===== src/verilog/mcp_pkg.sv =====
// LSI-11 data chip microinstruction decode
// shared widths, flag and dmi bit indices, phase, opcode and branch encodings

package mcp_pkg;

   localparam int MIR_W = 16;   // microinstruction
   localparam int OP_W  = 8;    // opcode byte mir[15:8]
   localparam int PSW_W = 8;    // ALU/status flags
   localparam int DMI_W = 11;   // decoded instruction classes
   localparam int DAL_W = 5;    // dal[15,11,10,9,8]

   // flag vector order is NB ZB C4 C8 N Z V C, msb first
   localparam int PSW_C  = 0;
   localparam int PSW_V  = 1;
   localparam int PSW_Z  = 2;
   localparam int PSW_N  = 3;
   localparam int PSW_C8 = 4;
   localparam int PSW_ZB = 6;
   localparam int PSW_NB = 7;

   localparam int DMI_CAWI  = 0;    // cawi
   localparam int DMI_CMP   = 1;    // cmb/cmw/cab/caw
   localparam int DMI_SRBC  = 2;    // srbc/swrc
   localparam int DMI_CAD   = 3;    // cad
   localparam int DMI_NOP   = 4;    // nop
   localparam int DMI_IO    = 5;    // i/o opcodes
   localparam int DMI_OUT   = 6;    // output
   localparam int DMI_IW    = 7;    // iw
   localparam int DMI_MI    = 8;    // mi
   localparam int DMI_LGL   = 9;    // lgl
   localparam int DMI_ARITH = 10;   // 10xxxxxx

   // classes suppressed while the input enable is latched
   localparam logic [DMI_W-1:0] DMI_GATED = 11'b011_1110_0100;

   typedef enum logic [1:0] {
      PH_C1 = 2'd0,
      PH_C2 = 2'd1,
      PH_C3 = 2'd2,
      PH_C4 = 2'd3
   } phase_e;

   // pairs share a flag, odd code tests it true
   typedef enum logic [OP_W-1:0] {
      JZBF = 8'h10,
      JZBT = 8'h11,
      JC8F = 8'h12,
      JC8T = 8'h13,
      JIF  = 8'h14,
      JIT  = 8'h15,
      JNBF = 8'h16,
      JNBT = 8'h17,
      JZF  = 8'h18,
      JZT  = 8'h19,
      JCF  = 8'h1a,
      JCT  = 8'h1b,
      JVF  = 8'h1c,
      JVT  = 8'h1d,
      JNF  = 8'h1e,
      JNT  = 8'h1f
   } ujmp_op_e;

   // branch groups on dal[4:1]
   typedef enum logic [3:0] {
      BR_ALWAYS = 4'b0000,
      BR_NE_EQ  = 4'b0001,
      BR_GE_LT  = 4'b0010,
      BR_GT_LE  = 4'b0011,
      BR_PL_MI  = 4'b1000,
      BR_HI_LOS = 4'b1001,
      BR_VC_VS  = 4'b1010,
      BR_CC_CS  = 4'b1011
   } br_cond_e;

endpackage


===== src/verilog/mcp_phase_if.sv =====
// phase enables and latched microinstruction fields
// from the phase sequencer to the decode arrays
`timescale 1ns/1ps

interface mcp_phase_if import mcp_pkg::*; ();

   logic            c1;       // phase enables, one hot
   logic            c2;
   logic            c3;
   logic            c4;
   logic [OP_W-1:0] op;       // opcode byte, latched at c2 end
   logic            inpl_l;   // input enable, latched at c2 end

   modport ctrl (
      output c1, c2, c3, c4,
      output op, inpl_l
   );

   modport dp (
      input c1, c2, c3, c4,
      input op, inpl_l
   );

endinterface


===== src/verilog/mcp_phase.sv =====
// phase sequencer for the data chip decoders
// steps c1..c4 on clk and latches opcode byte and input enable at c2 end
`timescale 1ns/1ps

module mcp_phase import mcp_pkg::*;
(
   input  logic             clk,
   input  logic             rst,
   mcp_phase_if.ctrl        ph,
   input  logic [MIR_W-1:0] mir,    // microinstruction
   input  logic             inpl    // input enable
);

   phase_e phase;

   always_ff @(posedge clk)
   begin
      if (rst)
      begin
         phase <= PH_C1;
      end
      else
      begin
         phase <= phase_e'(phase + 2'd1);   // wraps c4 -> c1
      end
   end

   assign ph.c1 = (phase == PH_C1);
   assign ph.c2 = (phase == PH_C2);
   assign ph.c3 = (phase == PH_C3);
   assign ph.c4 = (phase == PH_C4);

   // fields hold for a full microcycle
   always_ff @(posedge clk)
   begin
      if (rst)
      begin
         ph.op     <= '0;
         ph.inpl_l <= 1'b0;
      end
      else if (phase == PH_C2)
      begin
         ph.op     <= mir[MIR_W-1:MIR_W-OP_W];   // mir[15:8]
         ph.inpl_l <= inpl;
      end
   end

endmodule


===== src/verilog/mcp_pli.sv =====
// instruction class decode array of the data chip
// eleven opcode patterns, registered at c3 end
`timescale 1ns/1ps

module mcp_pli import mcp_pkg::*;
(
   input  logic             clk,
   input  logic             rst,
   mcp_phase_if.dp          ph,
   output logic [DMI_W-1:0] dmi     // decoded classes
);

   logic [DMI_W-1:0] pl;
   logic [DMI_W-1:0] pl_gated;

   always_comb
   begin
      pl = '0;
      pl[DMI_CAWI]  = (ph.op ==? 8'b1010111?);
      pl[DMI_CMP]   = (ph.op ==? 8'b10?001??);
      pl[DMI_SRBC]  = (ph.op ==? 8'b110110??);
      pl[DMI_CAD]   = (ph.op ==  8'b10101100);
      pl[DMI_NOP]   = (ph.op ==  8'b11111111);
      pl[DMI_IO]    = (ph.op ==? 8'b1111????);
      pl[DMI_OUT]   = (ph.op ==? 8'b?11111??);
      pl[DMI_IW]    = (ph.op ==? 8'b1110001?);
      pl[DMI_MI]    = (ph.op ==? 8'b111011??);
      pl[DMI_LGL]   = (ph.op ==  8'b01110101);
      pl[DMI_ARITH] = (ph.op ==? 8'b10??????);
   end

   // inpl blocks the i/o related classes only
   assign pl_gated = pl & ~({DMI_W{ph.inpl_l}} & DMI_GATED);

   always_ff @(posedge clk)
   begin
      if (rst)
      begin
         dmi <= '0;
      end
      else if (ph.c3)
      begin
         dmi <= pl_gated;   // valid c4 .. next c3
      end
   end

endmodule


===== src/verilog/mcp_plj.sv =====
// microjump condition decoder of the data chip
// tests psw flags or icc per opcode pair, jump pulse during c4
`timescale 1ns/1ps

module mcp_plj import mcp_pkg::*;
(
   input  logic             clk,
   input  logic             rst,
   mcp_phase_if.dp          ph,
   input  logic [PSW_W-1:0] psw,     // NB ZB C4 C8 N Z V C
   input  logic             icc,     // indirect condition code
   output logic             ujump    // jump condition met
);

   logic is_ujmp;    // op is one of the sixteen jumps
   logic flag;       // flag selected by opcode pair
   logic cond;
   logic jump_c3;

   always_comb
   begin
      is_ujmp = 1'b1;
      flag    = 1'b0;
      case (ujmp_op_e'(ph.op))
         JZBF, JZBT: flag = psw[PSW_ZB];
         JC8F, JC8T: flag = psw[PSW_C8];
         JIF,  JIT:  flag = icc;
         JNBF, JNBT: flag = psw[PSW_NB];
         JZF,  JZT:  flag = psw[PSW_Z];
         JCF,  JCT:  flag = psw[PSW_C];
         JVF,  JVT:  flag = psw[PSW_V];
         JNF,  JNT:  flag = psw[PSW_N];
         default:    is_ujmp = 1'b0;
      endcase
   end

   // even code jumps on false, odd on true
   assign cond = is_ujmp & (flag == ph.op[0]);

   always_ff @(posedge clk)
   begin
      if (rst)
      begin
         jump_c3 <= 1'b0;
      end
      else if (ph.c3)
      begin
         jump_c3 <= ~ph.inpl_l & cond;   // psw, icc sampled here
      end
   end

   assign ujump = ph.c4 & jump_c3;

endmodule


===== src/verilog/mcp_plb.sv =====
// PDP-11 conditional branch matrix
// condition latched at c4 end, branch result loaded at next c2 end under mo_ad
`timescale 1ns/1ps

module mcp_plb import mcp_pkg::*;
(
   input  logic             clk,
   input  logic             rst,
   mcp_phase_if.dp          ph,
   input  logic [DAL_W-1:0] dal,     // dal[15,11,10,9,8]
   input  logic [PSW_W-1:0] psw,     // processor status word
   input  logic             mo_ad,   // translate AD to MI bus
   output logic             bjump    // branch taken
);

   logic cond;
   logic jcond_c4;
   logic moad_c1;

   always_comb
   begin
      case (br_cond_e'(dal[4:1]))
         BR_CC_CS:  cond = psw[PSW_C];
         BR_VC_VS:  cond = psw[PSW_V];
         BR_HI_LOS: cond = psw[PSW_Z] | psw[PSW_C];
         BR_PL_MI:  cond = psw[PSW_N];
         BR_GT_LE:  cond = psw[PSW_Z] | (psw[PSW_N] ^ psw[PSW_V]);
         BR_GE_LT:  cond = psw[PSW_N] ^ psw[PSW_V];
         BR_NE_EQ:  cond = psw[PSW_Z];
         BR_ALWAYS: cond = 1'b1;
         default:   cond = 1'b0;   // not a branch group
      endcase
   end

   always_ff @(posedge clk)
   begin
      if (rst)
      begin
         jcond_c4 <= 1'b0;
         moad_c1  <= 1'b0;
         bjump    <= 1'b0;
      end
      else
      begin
         if (ph.c4)
         begin
            jcond_c4 <= cond;
         end
         if (ph.c1)
         begin
            moad_c1 <= mo_ad;
         end
         // dal[0] picks the sense, bne vs beq etc
         if (ph.c2 && moad_c1)
         begin
            bjump <= (jcond_c4 == dal[0]);
         end
      end
   end

endmodule


===== src/verilog/mcp_decode.sv =====
// data chip microinstruction decode top
// phase sequencer with class, microjump and branch decoders
`timescale 1ns/1ps

module mcp_decode import mcp_pkg::*;
(
   input  logic             clk,
   input  logic             rst,
   input  logic [MIR_W-1:0] mir,     // microinstruction
   input  logic             inpl,    // input enable
   input  logic             icc,     // indirect condition code
   input  logic [PSW_W-1:0] psw,     // PSW flags
   input  logic [DAL_W-1:0] dal,     // dal[15,11,10,9,8]
   input  logic             mo_ad,   // translate AD strobe
   output logic             c1,      // start of microcycle
   output logic [DMI_W-1:0] dmi,     // decoded classes
   output logic             ujump,   // microjump taken
   output logic             bjump    // PDP-11 branch taken
);

   mcp_phase_if ph_if ();

   mcp_phase mcp_phase_i
   (
      .clk  (clk),
      .rst  (rst),
      .ph   (ph_if.ctrl),
      .mir  (mir),
      .inpl (inpl)
   );

   mcp_pli mcp_pli_i
   (
      .clk (clk),
      .rst (rst),
      .ph  (ph_if.dp),
      .dmi (dmi)
   );

   mcp_plj mcp_plj_i
   (
      .clk   (clk),
      .rst   (rst),
      .ph    (ph_if.dp),
      .psw   (psw),
      .icc   (icc),
      .ujump (ujump)
   );

   mcp_plb mcp_plb_i
   (
      .clk   (clk),
      .rst   (rst),
      .ph    (ph_if.dp),
      .dal   (dal),
      .psw   (psw),
      .mo_ad (mo_ad),
      .bjump (bjump)
   );

   assign c1 = ph_if.c1;

endmodule


===== config.mk =====
export PLATFORM = sky130hd
export DESIGN_NAME = mcp_decode
export DESIGN_NICKNAME = d
export VERILOG_FILES = /design/src/verilog/mcp_pkg.sv /design/src/verilog/mcp_phase_if.sv /design/src/verilog/mcp_phase.sv /design/src/verilog/mcp_pli.sv /design/src/verilog/mcp_plj.sv /design/src/verilog/mcp_plb.sv /design/src/verilog/mcp_decode.sv
export SDC_FILE = /design/constraint.sdc
export NUM_CORES = 1
export LEC_CHECK = 0
export CELL_PAD_IN_SITES_DETAIL_PLACEMENT = 1
export CELL_PAD_IN_SITES_GLOBAL_PLACEMENT = 2
export CORE_ASPECT_RATIO = 0.75
export CORE_MARGIN = 2
export CORE_UTILIZATION = 35
export DETAILED_ROUTE_END_ITERATION = 12
export DONT_BUFFER_PORTS = 1
export PLACE_DENSITY_LB_ADDON = 0.1
export SLEW_MARGIN = 30
export SYNTH_ARGS = -nofsm -noshare
export SYNTH_HDL_FRONTEND = slang
export SYNTH_HIERARCHICAL = 1
export SYNTH_SLANG_ARGS = --single-unit
export TNS_END_PERCENT = 1

===== constraint.sdc =====
create_clock -name clk -period 1.8 [get_ports clk]
set_input_delay 0.09 -clock clk [delete_from_list [all_inputs] [get_ports clk]]
set_output_delay 0.09 -clock clk [all_outputs]
set_load 0.005 [all_outputs]

==> impl_metrics.yaml <==
run_status:
  outcome: "finished clean"
power_and_ir_drop:
  powerDensity_nw_per_um2: 780.8
  vdd_drop_max_mv: 0.3636
  leakagePower_nw: 0.4996
setup_path:
  worstPathMaxFanout: 7
  cp_data_arrival_time_ns: 1.79
  critPathKind: "reg2reg"
  worstPathRequired_ns: 1.99
  crit_path_start_kind: "register"
  crit_path_end_kind: "register"
finish:
  finalNetCount: 181
  syn2layout_area_growth_pct: 16.60
  final_common_cell: "dfxtp_1"
  final_cell_mix: "dfxtp_1, nor2_1, dlygate4sd3_1, mux2i_1, nand2_1"
  n_fill_cell: 388
  layout-drive-gt1-share_pct: 5.714
  diodes: 0
floorplanning:
  core_um2: 3311
  fp.dieH_um: 55.00
  rows: 18
  pin_count: 48
  floorplan.initialDensity_pct: 36.66
  fp.dieArea_um2: 3959
  die_w_um: 72.00
synth:
  synth_edf_count: 0
  ys_warn_count: 6
  synth-main-ff-cell: "dfxtp_1"
  synthesis.area_um2: 1214
  ys_ff_latch: 26
  synthDistinctLibCells: 33
  async_flop_share_pct: 0
  syn-num-nets: 166
  avgSynthCellArea_um2: 9.556
  syn_inst: 127
  yosysSeqAreaShare_pct: 42.89
timing:
  hold_ws_ns: 0.02334
  hold_viol: 0
  fmax_mhz: 623.8
  tightest_slew_ns: 0.8503
  slew_viol_final: 0
  finClkSkew_ns: 0.001829
  period_minus_slack_ns: 1.603
  final.setup.tns_ns: 0
  layout_setup_ws_ns: 0.1969
  rsz0062_at_grt: "no"
  slew_headroom_pct: 43.13
  setup_viol: 0
  min_period_over_period_pct: 89.06
drt:
  drc: 0
  vias_per_cell: 5.561
  vias: 1001
  drtAntennaViolNets: 0
  drt_iter0_drc: 36
  firstDrtPassIters: 4
  drt_wl_total_mm: 3.242
  post_drt_wl_per_cell_um: 18.01
cts:
  cts_setup_buffers: 0
  cts-root-buf: "clkbuf_8"
  path_clk_slew_ns: 0.09
  cts_tree: "built"
  clock_sinks: 26
  clkLatencyLatePin_ns: 0.26
  htree_num_levels: 1
  cts_buffer_depth: 2
  cts_buffers: 3
grt:
  grt_first_pass_wirelength_mm: 5.202
  grt_overflow: 0
  track_usage_pct: 17.98
  grt_pass1_vias: 1044
  grt_max_degree: 22
  antenna_found_initial: 0
worst_hold_path:
  hold_class: "in2reg"
run:
  max_cap_violations: 0
placed_design:
  dp_hpwl_mm: 2.308
  io_buffers: 0
  gp_congestion: 0.7572
  dp_worst_setup_slack_ns: 0.1863
[kinds of logic (layout without fill, tap and decap cells)]
group / count (synthesis) / after routing / synth area share (%)
AO/OA/AOI/OAI: 18 / 18 / 11.34
flip-flops: 26 / 26 / 42.89
multiplexers: 13 / 13 / 13.40
XOR/XNOR: 3 / 3 / 2.165
adder cells (fa/ha/maj): 5 / 5 / 5.155
buffers and inverters: 9 / 22 / 3.504
AND/OR/NAND/NOR: 53 / 53 / 21.55
[critical path, stage by stage (launching register included)]
cell and delay (ns):
dfxtp_1 0.36, inv_1 0.10, ha_2 0.27, nand4b_1 0.15, or4_1 0.50, a21oi_1 0.14
[worst paths after layout]
path | from | to | slack (ns) | cells past startpoint
worst max-delay path | mcp_phase_i/phase[0] | mcp_pli_i/dmi[2] | 0.20 | 5
worst min-delay path | rst | mcp_plj_i/jump_c3 | 0.02 | 3
worst max register to register | mcp_phase_i/phase[0] | mcp_pli_i/dmi[2] | 0.20 | 5
worst min register to register | mcp_plj_i/jump_c3 | mcp_plj_i/jump_c3 | 0.45 | 2
[stage by stage]
step           total power [mW]  cells  util [%]  area [um2]
5_1_grt                   1.166    180     42.74        1415
3_3_place_gp             0.7575    165     37.79        1251
4_1_cts                   1.113    180     42.67        1413
6_report                  1.105    180     42.74        1415
3_5_place_dp             0.7634    165     37.79        1251
2_1_floorplan            0.7373    127         -        1214
[routing by layer]
| layer | share of wire [%] | track usage, % |
|---|---|---|
| met1 | 46 | 21.29 |
| met2 | 49 | 33.95 |
| met3 | 4.6 | 4.891 |
| met4 | 0.22 | 2.830 |
| met5 | 0 | 0 |
[repair_timing]
item,in CTS,in global routing
hold buffers,12,0
endpoints found under the setup margin,0,1
gates resized for setup,0,1
endpoints found under the hold margin,21,0
[area by class of cell]
class                      count  area [um2]  share of cell area [%]
inverter                       6       22.52                   1.592
multi-input combinational     92       653.1                   46.15
clock buffer                   3       41.29                   2.918
sequential                    26       520.5                   36.78
timing repair buffer          13       127.6                   9.019
tap                           40       50.05                   3.537
[Yosys cell counts, drive strengths merged (2+ instances only)]
master  number  area [um2]
nor2        21       78.83
mux4         2       52.55
nand2       11       41.29
a32o         4       40.04
nor3         2       10.01
mux2i       11       110.1
nand3        5       25.02
ha           5       62.56
o21ai        3       15.01
or4          4       30.03
buf          2       16.26
inv          6       22.52
a21oi        5       25.02
nor3b        2       15.01
dfxtp       26       520.5
xnor2        3       26.28
nand2b       2       12.51
[flip-flops by register name, indices dropped and copies added, names as in the netlist]
signal and flops:
mcp_plj_i/jump_c3 1, mcp_phase_i/ph.inpl_l 1, mcp_plb_i/moad_c1 1, mcp_plb_i/bjump 1, mcp_phase_i/ph.op 8, mcp_pli_i/dmi 11
mcp_phase_i/phase 2, mcp_plb_i/jcond_c4 1
[where the power goes]
part	internal, mW	leakage, nW	switching, mW	total, mW
Clock	0.150	0.0216	0.174	0.323
Combinational	0.0784	0.267	0.0722	0.151
Sequential	0.596	0.211	0.0347	0.631
Total	0.824	0.500	0.281	1.10
Power figures use the tool's default switching activity.
